File: src/common/char_lcd_pkg.sv
// Character LCD controller shared definitions
// Bus timing, display options, request structs and the read-back word
package char_lcd_pkg;

	// LCD bus cycle timing in clk cycles, scaled down for simulation
	localparam int LCD_T_SETUP = 4;
	localparam int LCD_T_EN = 12;
	localparam int LCD_T_HOLD = 4;

	// Panel power-up wait before the first init command
	localparam int LCD_T_POWERUP = 200;

	// Display control options
	localparam logic LCD_CURSOR_ON = 1'b1;
	localparam logic LCD_BLINK_ON = 1'b0;

	// Length of the fixed init command list
	localparam int LCD_INIT_STEPS = 4;

	// Counter widths, enable is the longest bus phase
	localparam int LCD_PHASE_W = $clog2(LCD_T_EN);
	localparam int LCD_PWR_W = $clog2(LCD_T_POWERUP);
	localparam int LCD_STEP_W = $clog2(LCD_INIT_STEPS);

	// Host slave request, held stable while waitrequest is high
	typedef struct packed {
		logic address;
		logic read;
		logic write;
		logic [7:0] writedata;
	} lcd_av_req_t;

	// One panel bus transfer
	typedef struct packed {
		logic rs;
		logic rw;
		logic [7:0] data;
	} lcd_bus_req_t;

	// Status byte layout as returned with rs low
	typedef struct packed {
		logic busy;
		logic [6:0] addr_cnt;
	} lcd_status_t;

	// Byte read back from the panel
	// rs low gives status, rs high gives the DDRAM character
	typedef union packed {
		lcd_status_t status;
		logic [7:0] data;
	} lcd_rd_word_u;

endpackage

File: src/char_lcd_bus/char_lcd_init_seq.sv
// LCD initialization sequencer
// Power-up wait then the fixed four-command init list
`timescale 1ns/1ps

module char_lcd_init_seq (
	input logic clk,
	input logic reset,
	input logic init_run,
	input logic cmd_sent,
	output logic cmd_valid,
	output logic [8:0] cmd,
	output logic init_done
);

	import char_lcd_pkg::*;

	logic [LCD_PWR_W-1:0] pwr_cnt;
	logic pwr_done;
	logic [LCD_STEP_W-1:0] step;
	logic cmd_pend;
	// Set after the last command, stops further requests
	logic all_sent;

	always_ff @(posedge clk)
	begin
		if (reset)
		begin
			pwr_cnt <= '0;
			pwr_done <= 1'b0;
			step <= '0;
			cmd_pend <= 1'b0;
			all_sent <= 1'b0;
			init_done <= 1'b0;
		end
		else
		begin
			init_done <= 1'b0;
			if (init_run && !pwr_done)
			begin
				// Panel power-up wait
				if (pwr_cnt == LCD_PWR_W'(LCD_T_POWERUP - 1))
					pwr_done <= 1'b1;
				else
					pwr_cnt <= pwr_cnt + 1'b1;
			end
			else if (cmd_pend && cmd_sent)
			begin
				cmd_pend <= 1'b0;
				if (step == LCD_STEP_W'(LCD_INIT_STEPS - 1))
				begin
					all_sent <= 1'b1;
					init_done <= 1'b1;
				end
				else
					step <= step + 1'b1;
			end
			else if (init_run && !cmd_pend && !all_sent)
				// One idle cycle between steps
				cmd_pend <= 1'b1;
		end
	end

	// Command list, bit 8 is rs
	always_comb
	begin
		case (step)
			0: cmd = {1'b0, 8'h38};
			// Display on, cursor and blink from options
			1: cmd = {1'b0, 5'b00001, 1'b1, LCD_CURSOR_ON, LCD_BLINK_ON};
			2: cmd = {1'b0, 8'h01};
			default: cmd = {1'b0, 8'h06};
		endcase
	end

	assign cmd_valid = cmd_pend;

endmodule

File: config.mk
export PLATFORM = sky130hd
export DESIGN_NAME = char_lcd_init_seq
export DESIGN_NICKNAME = d
export VERILOG_FILES = /design/src/common/char_lcd_pkg.sv /design/src/char_lcd_bus/char_lcd_init_seq.sv
export SDC_FILE = /design/constraint.sdc
export NUM_CORES = 1
export LEC_CHECK = 0
export ABC_AREA = 1
export BUFFER_PORTS_ARGS = -buffer_cell sky130_fd_sc_hd__buf_2
export CORE_UTILIZATION = 45
export DETAILED_ROUTE_END_ITERATION = 12
export GPL_TIMING_DRIVEN = 0
export PLACE_DENSITY = 0.67
export SYNTH_ARGS = -nofsm -noshare
export SYNTH_HDL_FRONTEND = slang
export SYNTH_SLANG_ARGS = --single-unit
File: constraint.sdc
create_clock -name clk -period 1.6 [get_ports clk]
set_input_delay 0.32 -clock clk [delete_from_list [all_inputs] [get_ports clk]]
set_output_delay 0.32 -clock clk [all_outputs]
set_load 0.005 [all_outputs]
==> impl_metrics.py <==
metrics = {
    "global_routing": {
        "grt.total_usage_pct": 16.8,
        "grt_pass1_vias": 577,
        "overflow": 0,
        "grt_pass1_wl_um": 2480,
        "grt_max_degree": 9,
        "antenna_found_initial": 0,
    },
    "route": {
        "wl_per_cell_um": 9.52,
        "drtIter0Drc": 7,
        "drc": 0,
        "first_pass_iters": 4,
        "vias_per_cell": 4.68,
        "ant_nets": 0,
        "vias": 734,
        "routed_wl_um": 1490,
    },
    "timing": {
        "holdWs_ns": 0.292,
        "period_share_pct": 96.2,
        "layout_min_cycle_time_ns": 1.54,
        "report.final.slew_viol_count": 0,
        "setup_viol": 0,
        "clock.fmax_ghz": 0.649,
        "tns_ns": 0,
        "clock_skew_ns": 0.00223,
        "hold_violations": 0,
    },
    "logic_synthesis": {
        "postSynthAreaPerCell_sq_um": 7.10,
        "ys_types": 21,
        "synthCells": 116,
        "mappedNetlistArea_sq_um": 823,
        "synth_seq_cells": 14,
        "ys_seq_area_share_pct": 34.0,
        "ys_warn_count": 0,
    },
    "place": {
        "gp_congestion": 0.748,
        "dpl.hpwl_um": 1080,
        "placed_cell_area_sq_um": 917,
        "port_buffers": 11,
    },
    "setup_path": {
        "crit_path_top_delay_cell": "dfxtp_4",
        "cp_max_fo": 5,
        "worstPathRequired_ns": 1.28,
        "path_buf_inv": 2,
        "reg2regPathDepth": 7,
        "critPathTopFamily": "flip-flops",
        "r2r-start": "pwr_cnt[0]",
        "cp-start-kind": "flop",
        "r2r_slack_ns": 0.23,
        "path_depth": 5,
        "max_stage_delay_ns": 0.37,
        "r2r-end": "pwr_cnt[3]",
        "startpoint": "step[0]",
        "path_cells": "inv_1 -> ha_2 -> nor2_1 -> nor2_1 -> buf_2",
        "cp.arrival_ns": 1.22,
        "path_class": "reg2out",
        "worstSetupEndpoint": "cmd[3]",
        "end_kind": "primary output",
        "cp_common_cell": "nor2_1",
    },
    "finish": {
        "postLayoutCellArea_sq_um": 995,
        "diodes": 0,
        "fill_cells": 171,
        "fin_util_pct": 57.6,
        "multi_input_comb_area_sq_um": 478,
        "finalNetCount": 143,
        "drive_gt1_share_pct": 26.5,
        "areaGrowthSynthToFinish_pct": 20.8,
        "regArea_sq_um": 288,
    },
    "floorplanning": {
        "die_h_um": 44.8,
        "rows": 15,
        "die_area_sq_um": 2000,
        "initial_utilization_pct": 47.7,
        "coreArea_sq_um": 1730,
        "die_x_um": 44.8,
        "io_pins": 15,
    },
    "min_path": {
        "hold_path_class": "in2reg",
        "hold-path-cell-count": 2,
    },
    "cts": {
        "worstSkewPairLatency_ns": 0.27,
        "clk_pin_slew_ns": 0.09,
        "clockBufferDepth": 2,
        "cts_tree": "yes",
        "cts_root_buf": "clkbuf_4",
        "numCtsBuffers": 3,
        "htree_levels": 1,
        "clock-sinks": 14,
        "hold_buffers": 0,
    },
    "run": {
        "maxCapViolations": 0,
    },
    "power_and_ir_drop": {
        "leakagePower_uw": 0.000410,
        "peakVddDrop_uv": 563,
        "powerDensity_nw_per_um2": 660,
    },
    "status": {
        "status": "complete, no violations",
    },
}
## metrics by stage
step	total power, uW	cells	setup WS, ns
2_1_floorplan	401	118	0.249
3_3_place_gp	413	154	0.138
3_5_place_dp	415	154	0.109
4_1_cts	665	158	0.0149
5_1_grt	687	157	-0.0207
6_report	656	157	0.0603
## cells in the mapped netlist
cell	n	area, sq um
nand2_1	23	86.3
nor2_1	16	60.1
inv_1	15	56.3
dfxtp_1	14	280
a21oi_1	7	35.0
buf_4	6	45.0
ha_1	6	75.1
nand3_1	6	30.0
o21ai_0	5	25.0
nand4_1	3	18.8
nor2_2	3	18.8
nor3_1	2	10.0
xor2_1	2	17.5
a31oi_1	1	6.26
conb_1	1	3.75
inv_2	1	3.75
nand2_2	1	6.26
nand2_4	1	11.3
nor2_8	1	20.0
o21a_1	1	7.51
or2_2	1	6.26
## cell type report
class / instances / share of cell area, %
Inverter: 16 / 6.29
Sequential cell: 14 / 28.9
Tap cell: 25 / 3.14
Clock buffer: 4 / 3.65
Multi-Input combinational cell: 82 / 48.1
Timing Repair Buffer: 11 / 6.16
Buffer: 5 / 3.77
## report_power, final
| part | switching (uW) | internal, uW |
|---|---|---|
| Combinational | 29.3 | 19.4 |
| Sequential | 4.93 | 350 |
| Clock | 114 | 138 |
## sequential cells by signal, indices dropped and copies added (netlist names)
signal,count
init_done,1
cmd_valid,1
pwr_done,1
all_sent,1
pwr_cnt,8
step,2
## placed cells by master, fill, tap and decap left out, drive strengths merged
master / n
nand2: 25
nor2: 20
ha: 6
a21oi: 7
nand4: 3
nor3: 2
clkbuf: 4
nand3: 6
buf: 16
o21a: 1
or2: 1
o21ai: 5
inv: 16
conb: 3
xor2: 2
dfxtp: 14
a31oi: 1
## worst reg2reg max path, delay by kind of cell (launching register included)
family                   cells  cell delay (ns)
AND/OR/NAND/NOR              5             0.51
flip-flops                   1             0.39
adder cells (fa/ha/maj)      1             0.26
AO/OA/AOI/OAI                1             0.15
## what timing repair did
action	4_1_cts	5_1_grt
gates resized for setup	9	5
setup endpoints to repair	2	2
setup buffers	1	0
pin swaps	2	1
## metal layers
metal	vias up	GRT usage, %	wire, um
met2	18	25.9	739
met3	2	3.60	60
li1	388	-	-
met5	-	0	0
met1	326	22.8	680
met4	0	7.27	13
## cells by family (layout without fill, tap and decap cells)
family	count (synthesis)	in the layout	synth area share, %
AO/OA/AOI/OAI	14	14	8.97
XOR/XNOR	2	2	2.13
adder cells (fa/ha/maj)	6	6	9.12
buffers and inverters	22	36	12.8
flip-flops	14	14	34.0
other	1	3	0.455
AND/OR/NAND/NOR	57	57	32.5
## worst min-delay path by stage
| stage | start | endpoint | slack [ns] |
|---|---|---|---|
| after floorplan | reset | all_sent | 0.39 |
| after global placement | all_sent | all_sent | 0.46 |
| after detailed placement | all_sent | all_sent | 0.46 |
| after CTS | reset | pwr_cnt[7] | 0.28 |
| after global routing | reset | pwr_cnt[7] | 0.29 |
| final | reset | pwr_cnt[7] | 0.29 |
No activity file was read; power rests on OpenSTA's default activity.
