==> src/common/char_lcd_pkg.sv <==
// Character LCD controller shared definitions
// Bus timing, display options, request structs and the read-back word
package char_lcd_pkg;

	// LCD bus cycle timing in clk cycles, scaled down for simulation
	localparam int LCD_T_SETUP = 4;
	localparam int LCD_T_EN = 12;
	localparam int LCD_T_HOLD = 4;

	// Panel power-up wait before the first init command
	localparam int LCD_T_POWERUP = 200;

	// Display control options
	localparam logic LCD_CURSOR_ON = 1'b1;
	localparam logic LCD_BLINK_ON = 1'b0;

	// Length of the fixed init command list
	localparam int LCD_INIT_STEPS = 4;

	// Counter widths, enable is the longest bus phase
	localparam int LCD_PHASE_W = $clog2(LCD_T_EN);
	localparam int LCD_PWR_W = $clog2(LCD_T_POWERUP);
	localparam int LCD_STEP_W = $clog2(LCD_INIT_STEPS);

	// Host slave request, held stable while waitrequest is high
	typedef struct packed {
		logic address;
		logic read;
		logic write;
		logic [7:0] writedata;
	} lcd_av_req_t;

	// One panel bus transfer
	typedef struct packed {
		logic rs;
		logic rw;
		logic [7:0] data;
	} lcd_bus_req_t;

	// Status byte layout as returned with rs low
	typedef struct packed {
		logic busy;
		logic [6:0] addr_cnt;
	} lcd_status_t;

	// Byte read back from the panel
	// rs low gives status, rs high gives the DDRAM character
	typedef union packed {
		lcd_status_t status;
		logic [7:0] data;
	} lcd_rd_word_u;

endpackage

==> src/rtl/char_lcd_ctrl.sv <==
// Character LCD host slave controller
// Orders initialization, busy-flag polling and host transfers
`timescale 1ns/1ps

module char_lcd_ctrl (
	input logic clk,
	input logic reset,
	input logic chipselect,
	input char_lcd_pkg::lcd_av_req_t av_req,
	output logic [7:0] readdata,
	output logic waitrequest,
	output logic start,
	output char_lcd_pkg::lcd_bus_req_t bus_req,
	input logic done,
	input logic [7:0] rdata,
	output logic init_run,
	input logic cmd_valid,
	input logic [8:0] cmd,
	output logic cmd_sent,
	input logic init_done
);

	import char_lcd_pkg::*;

	typedef enum logic [2:0] {
		ST_IDLE,
		ST_INIT,
		ST_START_BUSY,
		ST_CHECK_BUSY,
		ST_BEGIN_XFER,
		ST_XFER,
		ST_COMPLETE
	} state_t;

	state_t state;
	state_t state_nxt;

	// Init transfer in flight blocks reissue of a held cmd_valid
	logic xfer_act;
	logic start_q;
	lcd_bus_req_t req_q;
	lcd_rd_word_u rd_word;
	lcd_rd_word_u rd_q;

	// Panel byte seen through the status view while polling
	assign rd_word = rdata;

	always_comb
	begin
		state_nxt = state;
		case (state)
			ST_IDLE:
			begin
				// Init has priority so a waiting access stays stalled
				if (init_run)
					state_nxt = ST_INIT;
				else if (chipselect && (av_req.read || av_req.write))
					state_nxt = ST_START_BUSY;
			end
			ST_INIT:
			begin
				if (init_done)
					state_nxt = ST_IDLE;
			end
			ST_START_BUSY:
				state_nxt = ST_CHECK_BUSY;
			ST_CHECK_BUSY:
			begin
				// Poll again while the panel is busy
				if (done && rd_word.status.busy)
					state_nxt = ST_START_BUSY;
				else if (done)
					state_nxt = ST_BEGIN_XFER;
			end
			ST_BEGIN_XFER:
				state_nxt = ST_XFER;
			ST_XFER:
			begin
				if (done)
					state_nxt = ST_COMPLETE;
			end
			ST_COMPLETE:
				state_nxt = ST_IDLE;
			default:
				state_nxt = ST_IDLE;
		endcase
	end

	always_ff @(posedge clk)
	begin
		if (reset)
		begin
			state <= ST_IDLE;
			init_run <= 1'b1;
			xfer_act <= 1'b0;
			start_q <= 1'b0;
		end
		else
		begin
			state <= state_nxt;
			start_q <= 1'b0;
			if (init_done)
				init_run <= 1'b0;
			if (done)
				xfer_act <= 1'b0;
			// Start registered together with the request it carries
			case (state)
				ST_INIT:
				begin
					if (cmd_valid && !xfer_act)
					begin
						start_q <= 1'b1;
						xfer_act <= 1'b1;
					end
				end
				ST_START_BUSY, ST_BEGIN_XFER:
					start_q <= 1'b1;
				default:
					start_q <= 1'b0;
			endcase
		end
	end

	always_ff @(posedge clk)
	begin
		case (state)
			ST_INIT:
			begin
				if (cmd_valid && !xfer_act)
					req_q <= '{rs: cmd[8], rw: 1'b0, data: cmd[7:0]};
			end
			// Status read of the instruction register with rw high
			ST_START_BUSY:
				req_q <= '{rs: 1'b0, rw: 1'b1, data: 8'h00};
			// Host request sampled once here
			ST_BEGIN_XFER:
				req_q <= '{rs: av_req.address, rw: av_req.read, data: av_req.writedata};
			default:
				req_q <= req_q;
		endcase
		if (state == ST_XFER && done)
			rd_q <= rdata;
	end

	assign start = start_q;
	assign bus_req = req_q;
	assign cmd_sent = done && (state == ST_INIT);

	// Host sees the captured byte in the completing cycle
	assign readdata = rd_q.data;
	assign waitrequest = chipselect && (state != ST_COMPLETE);

endmodule

==> config.mk <==
export PLATFORM = sky130hd
export DESIGN_NAME = char_lcd_ctrl
export DESIGN_NICKNAME = d
export VERILOG_FILES = /design/src/common/char_lcd_pkg.sv /design/src/rtl/char_lcd_ctrl.sv
export SDC_FILE = /design/constraint.sdc
export NUM_CORES = 1
export LEC_CHECK = 0
export ABC_AREA = 1
export BUFFER_PORTS_ARGS = -buffer_cell sky130_fd_sc_hd__buf_2
export CAP_MARGIN = 0
export CORE_MARGIN = 4
export CORE_UTILIZATION = 40
export DETAILED_ROUTE_END_ITERATION = 8
export GPL_ROUTABILITY_DRIVEN = 0
export PLACE_DENSITY = 0.74
export SLEW_MARGIN = 20
export SYNTH_ARGS = -nofsm -noshare
export SYNTH_HDL_FRONTEND = slang
export SYNTH_SLANG_ARGS = --single-unit
==> constraint.sdc <==
create_clock -name clk -period 1.49 [get_ports clk]
set_clock_uncertainty 0.15 [all_clocks]
set_input_delay 0.3725 -clock clk [delete_from_list [all_inputs] [get_ports clk]]
set_output_delay 0.3725 -clock clk [all_outputs]
set_load 0.05 [all_outputs]
==> metrics.txt <==
first-pass GRT wire length=4180 um; DRC=0; via count=1016; Clk Latency, worst-skew pair=0.30 ns; Die X=60.8 um; DRT iter0 DRCs=29; Crit path required time=0.97 ns; post-detail-place hpwl=2190 um; Max H-tree Level=1; Reg-to-Reg Start=state[1]$_SDFFE_PP0P_; Switching Power=0.00178 W; MaxCap Viol Count=0; vias per cell=4.91; post-synthesis cell count=103; cells along the critical path=inv_4 -> a31oi_4 -> buf_6; worst path arrival time=1.16 ns; Initial Util=43.4%; slowest cell on the critical path=dfxtp_2; RR Endpoint=bus_req[4]$_DFFE_PP_; # fillers=218; Synth warnings=0; Lkg Pwr=0.819 nW; total grt overflow=0; cell count of the worst hold path=1; final setup fails=23; top post-synthesis cells by area=edfxtp_1, dfxtp_1, a22o_1; fin nets=213; Setup WS pre-CTS=-0.0508 ns; status=finished with violations; crit path max fanout=3; initial antenna violation count=0; Post-CTS Hold Buffers=0; DRT Pass-1 Iters=4; Worst Max-Slew Pin Slew=0.253 ns; vias in the first global route=941; GRT Total Usage=15.4%; Area after DPL=1480 um^2; max incr delay on CP=0.42 ns; maximum vdd drop=0.00160 V; Pwr Density=2200 nW/um^2; Fmax=596 MHz; most frequent cells in the layout=buf_2, edfxtp_1, buf_4, nand2_1, nor2_1; WHS Endpoint=readdata[5]$_DFFE_PP_; clk slew on worst S/H paths=0.12 ns; FF-to-FF path depth=7; WHS=0.0891 ns; Worst setup SP type=flop; most common cell after layout, fill and taps aside=buf_2; combinational share of power=62.8%; maximum buffer depth of the clock tree=2; relative slew slack=83.2%; Tmin final=1.68 ns; register area share after synthesis=59.3%; share of the synthesized area in the top cell type=48.5%; non-filler cells, final=207; switching part of the total=47.3%; WL/cell=14.5 um; row cnt=18; n_diodes=0; EDFF count, synth=18; final hold violation count=0; Core ar.=2570 um^2; Int Pwr=0.00199 W; Post-Syn Area=1110 um^2; Worst R2R Setup Slack=-0.13 ns; utilization after layout=66.6%; largest net degree at the start of global routing=14; layout cells sized above 1=57.6%; Inst Count DP=194; Slew Limit Fails=0; failing checks=setup timing; ys async rst share=0%; Synth area leader=edfxtp_1; DRT antenna net count=0; power share of the sequential group=29.8%; worst min path class=in2reg; CTS tree=yes; Synth cell types=20; clock sink count=24; Setup Crit Path Kind=reg2out; IO Pins=56; top_reg_cell synth=edfxtp_1; crit end category=output pin; final setup margin=-0.188 ns; syn avg cell area=10.8 um^2; Die Ht=60.8 um; CTS buffer count=3; Final Cycle Share=113%; WL final=3000 um; die area=3690 um^2; Worst Hold Launch=rdata[5]; Post-Layout Inst Area=1710 um^2; PortBufs=55; Post-Syn Nets=138; Clk pwr share=7.4%; P&R area growth vs syn=53.6%; CTS root buf=clkbuf_4; unrepaired setup endpoints after global routing=true; Yosys reg bits=24
[stage by stage]
step	total power (W)	TNS, ns
floorplan	0.00250	-0.0269
global placement	0.00287	0
detailed placement	0.00293	-0.332
CTS	0.00339	-0.403
global route	0.00400	-2.87
finish	0.00377	-1.64
[worst max-delay path by stage]
stage / end / slack, ns / startpoint / cells past startpoint
2_1_floorplan: waitrequest / -0.03 / state[0]$_SDFFE_PP0P_ / 2
4_1_cts: waitrequest / -0.19 / state[2]$_SDFFE_PP0P_ / 3
3_3_place_gp: state[0]$_SDFFE_PP0P_ / 0.006 / state[0]$_SDFFE_PP0P_ / 8
6_report: waitrequest / -0.19 / state[0]$_SDFFE_PP0P_ / 3
5_1_grt: waitrequest / -0.24 / state[1]$_SDFFE_PP0P_ / 3
3_5_place_dp: state[0]$_SDFFE_PP0P_ / -0.05 / state[0]$_SDFFE_PP0P_ / 8
[metal layers]
metal / wire (um) / part of all wire, % / vias to the layer above / GRT usage (%)
met3: 278 / 9.3 / 8 / 3.62
met1: 1130 / 38 / 455 / 18.9
met4: 61 / 2.0 / 0 / 6.19
met2: 1520 / 51 / 49 / 26.0
li1: - / - / 504 / -
met5: 0 / 0 / - / 0
[sequential cells by signal, summed over array words and instances, names as in the netlist]
register  count
bus_req      10
start         1
xfer_act      1
state         3
readdata      8
init_run      1
[worst max-delay path, delay by kind of cell (launching register included)]
kind,cells,cell delay [ns]
compound gates,1,0.19
buf+inv,2,0.25
flops,1,0.42
[synth_stat cells (2+ instances only)]
library cell	n
a21oi_1	4
a22o_1	9
buf_6	2
dfxtp_1	6
edfxtp_1	18
inv_1	8
inv_2	4
nand2_1	16
nand2_2	3
nand3_1	5
nand3_2	5
nor2_1	13
nor2_4	2
o21ai_0	2
[power groups by stage]
stage	clock network (W)	logic, W	registers [W]
after floorplan	0	0.000791	0.00171
after global placement	0	0.00178	0.00109
after detailed placement	0	0.00183	0.00110
after CTS	0.000295	0.00199	0.00111
after global routing	0.000333	0.00252	0.00115
final	0.000279	0.00237	0.00112
[layout make-up]
class                   count  area (um^2)  share of cell area (%)
flip-flops and latches     24          669                    39.1
well taps                  30         37.5                    2.19
multi-input cells          65          469                    27.4
repair buffers             72          450                    26.3
clock buffers               4         26.3                    1.54
inverters                  12         57.6                    3.37
[cell families after synthesis]
family / after synthesis / share of synthesized area (%)
AOI/OAI and AO/OA: 18 / 11.6
adders and majority gates: 1 / 1.12
buffers and inverters: 14 / 6.07
DFF: 24 / 59.3
and+or+nand+nor: 46 / 21.9
[timing repair]
action                     CTS  global route
pin swaps                    2             7
gates resized for setup     14            27
setup endpoints to repair   16            36
buffers inserted             3             6
No activity file was read; power rests on OpenSTA's default activity.
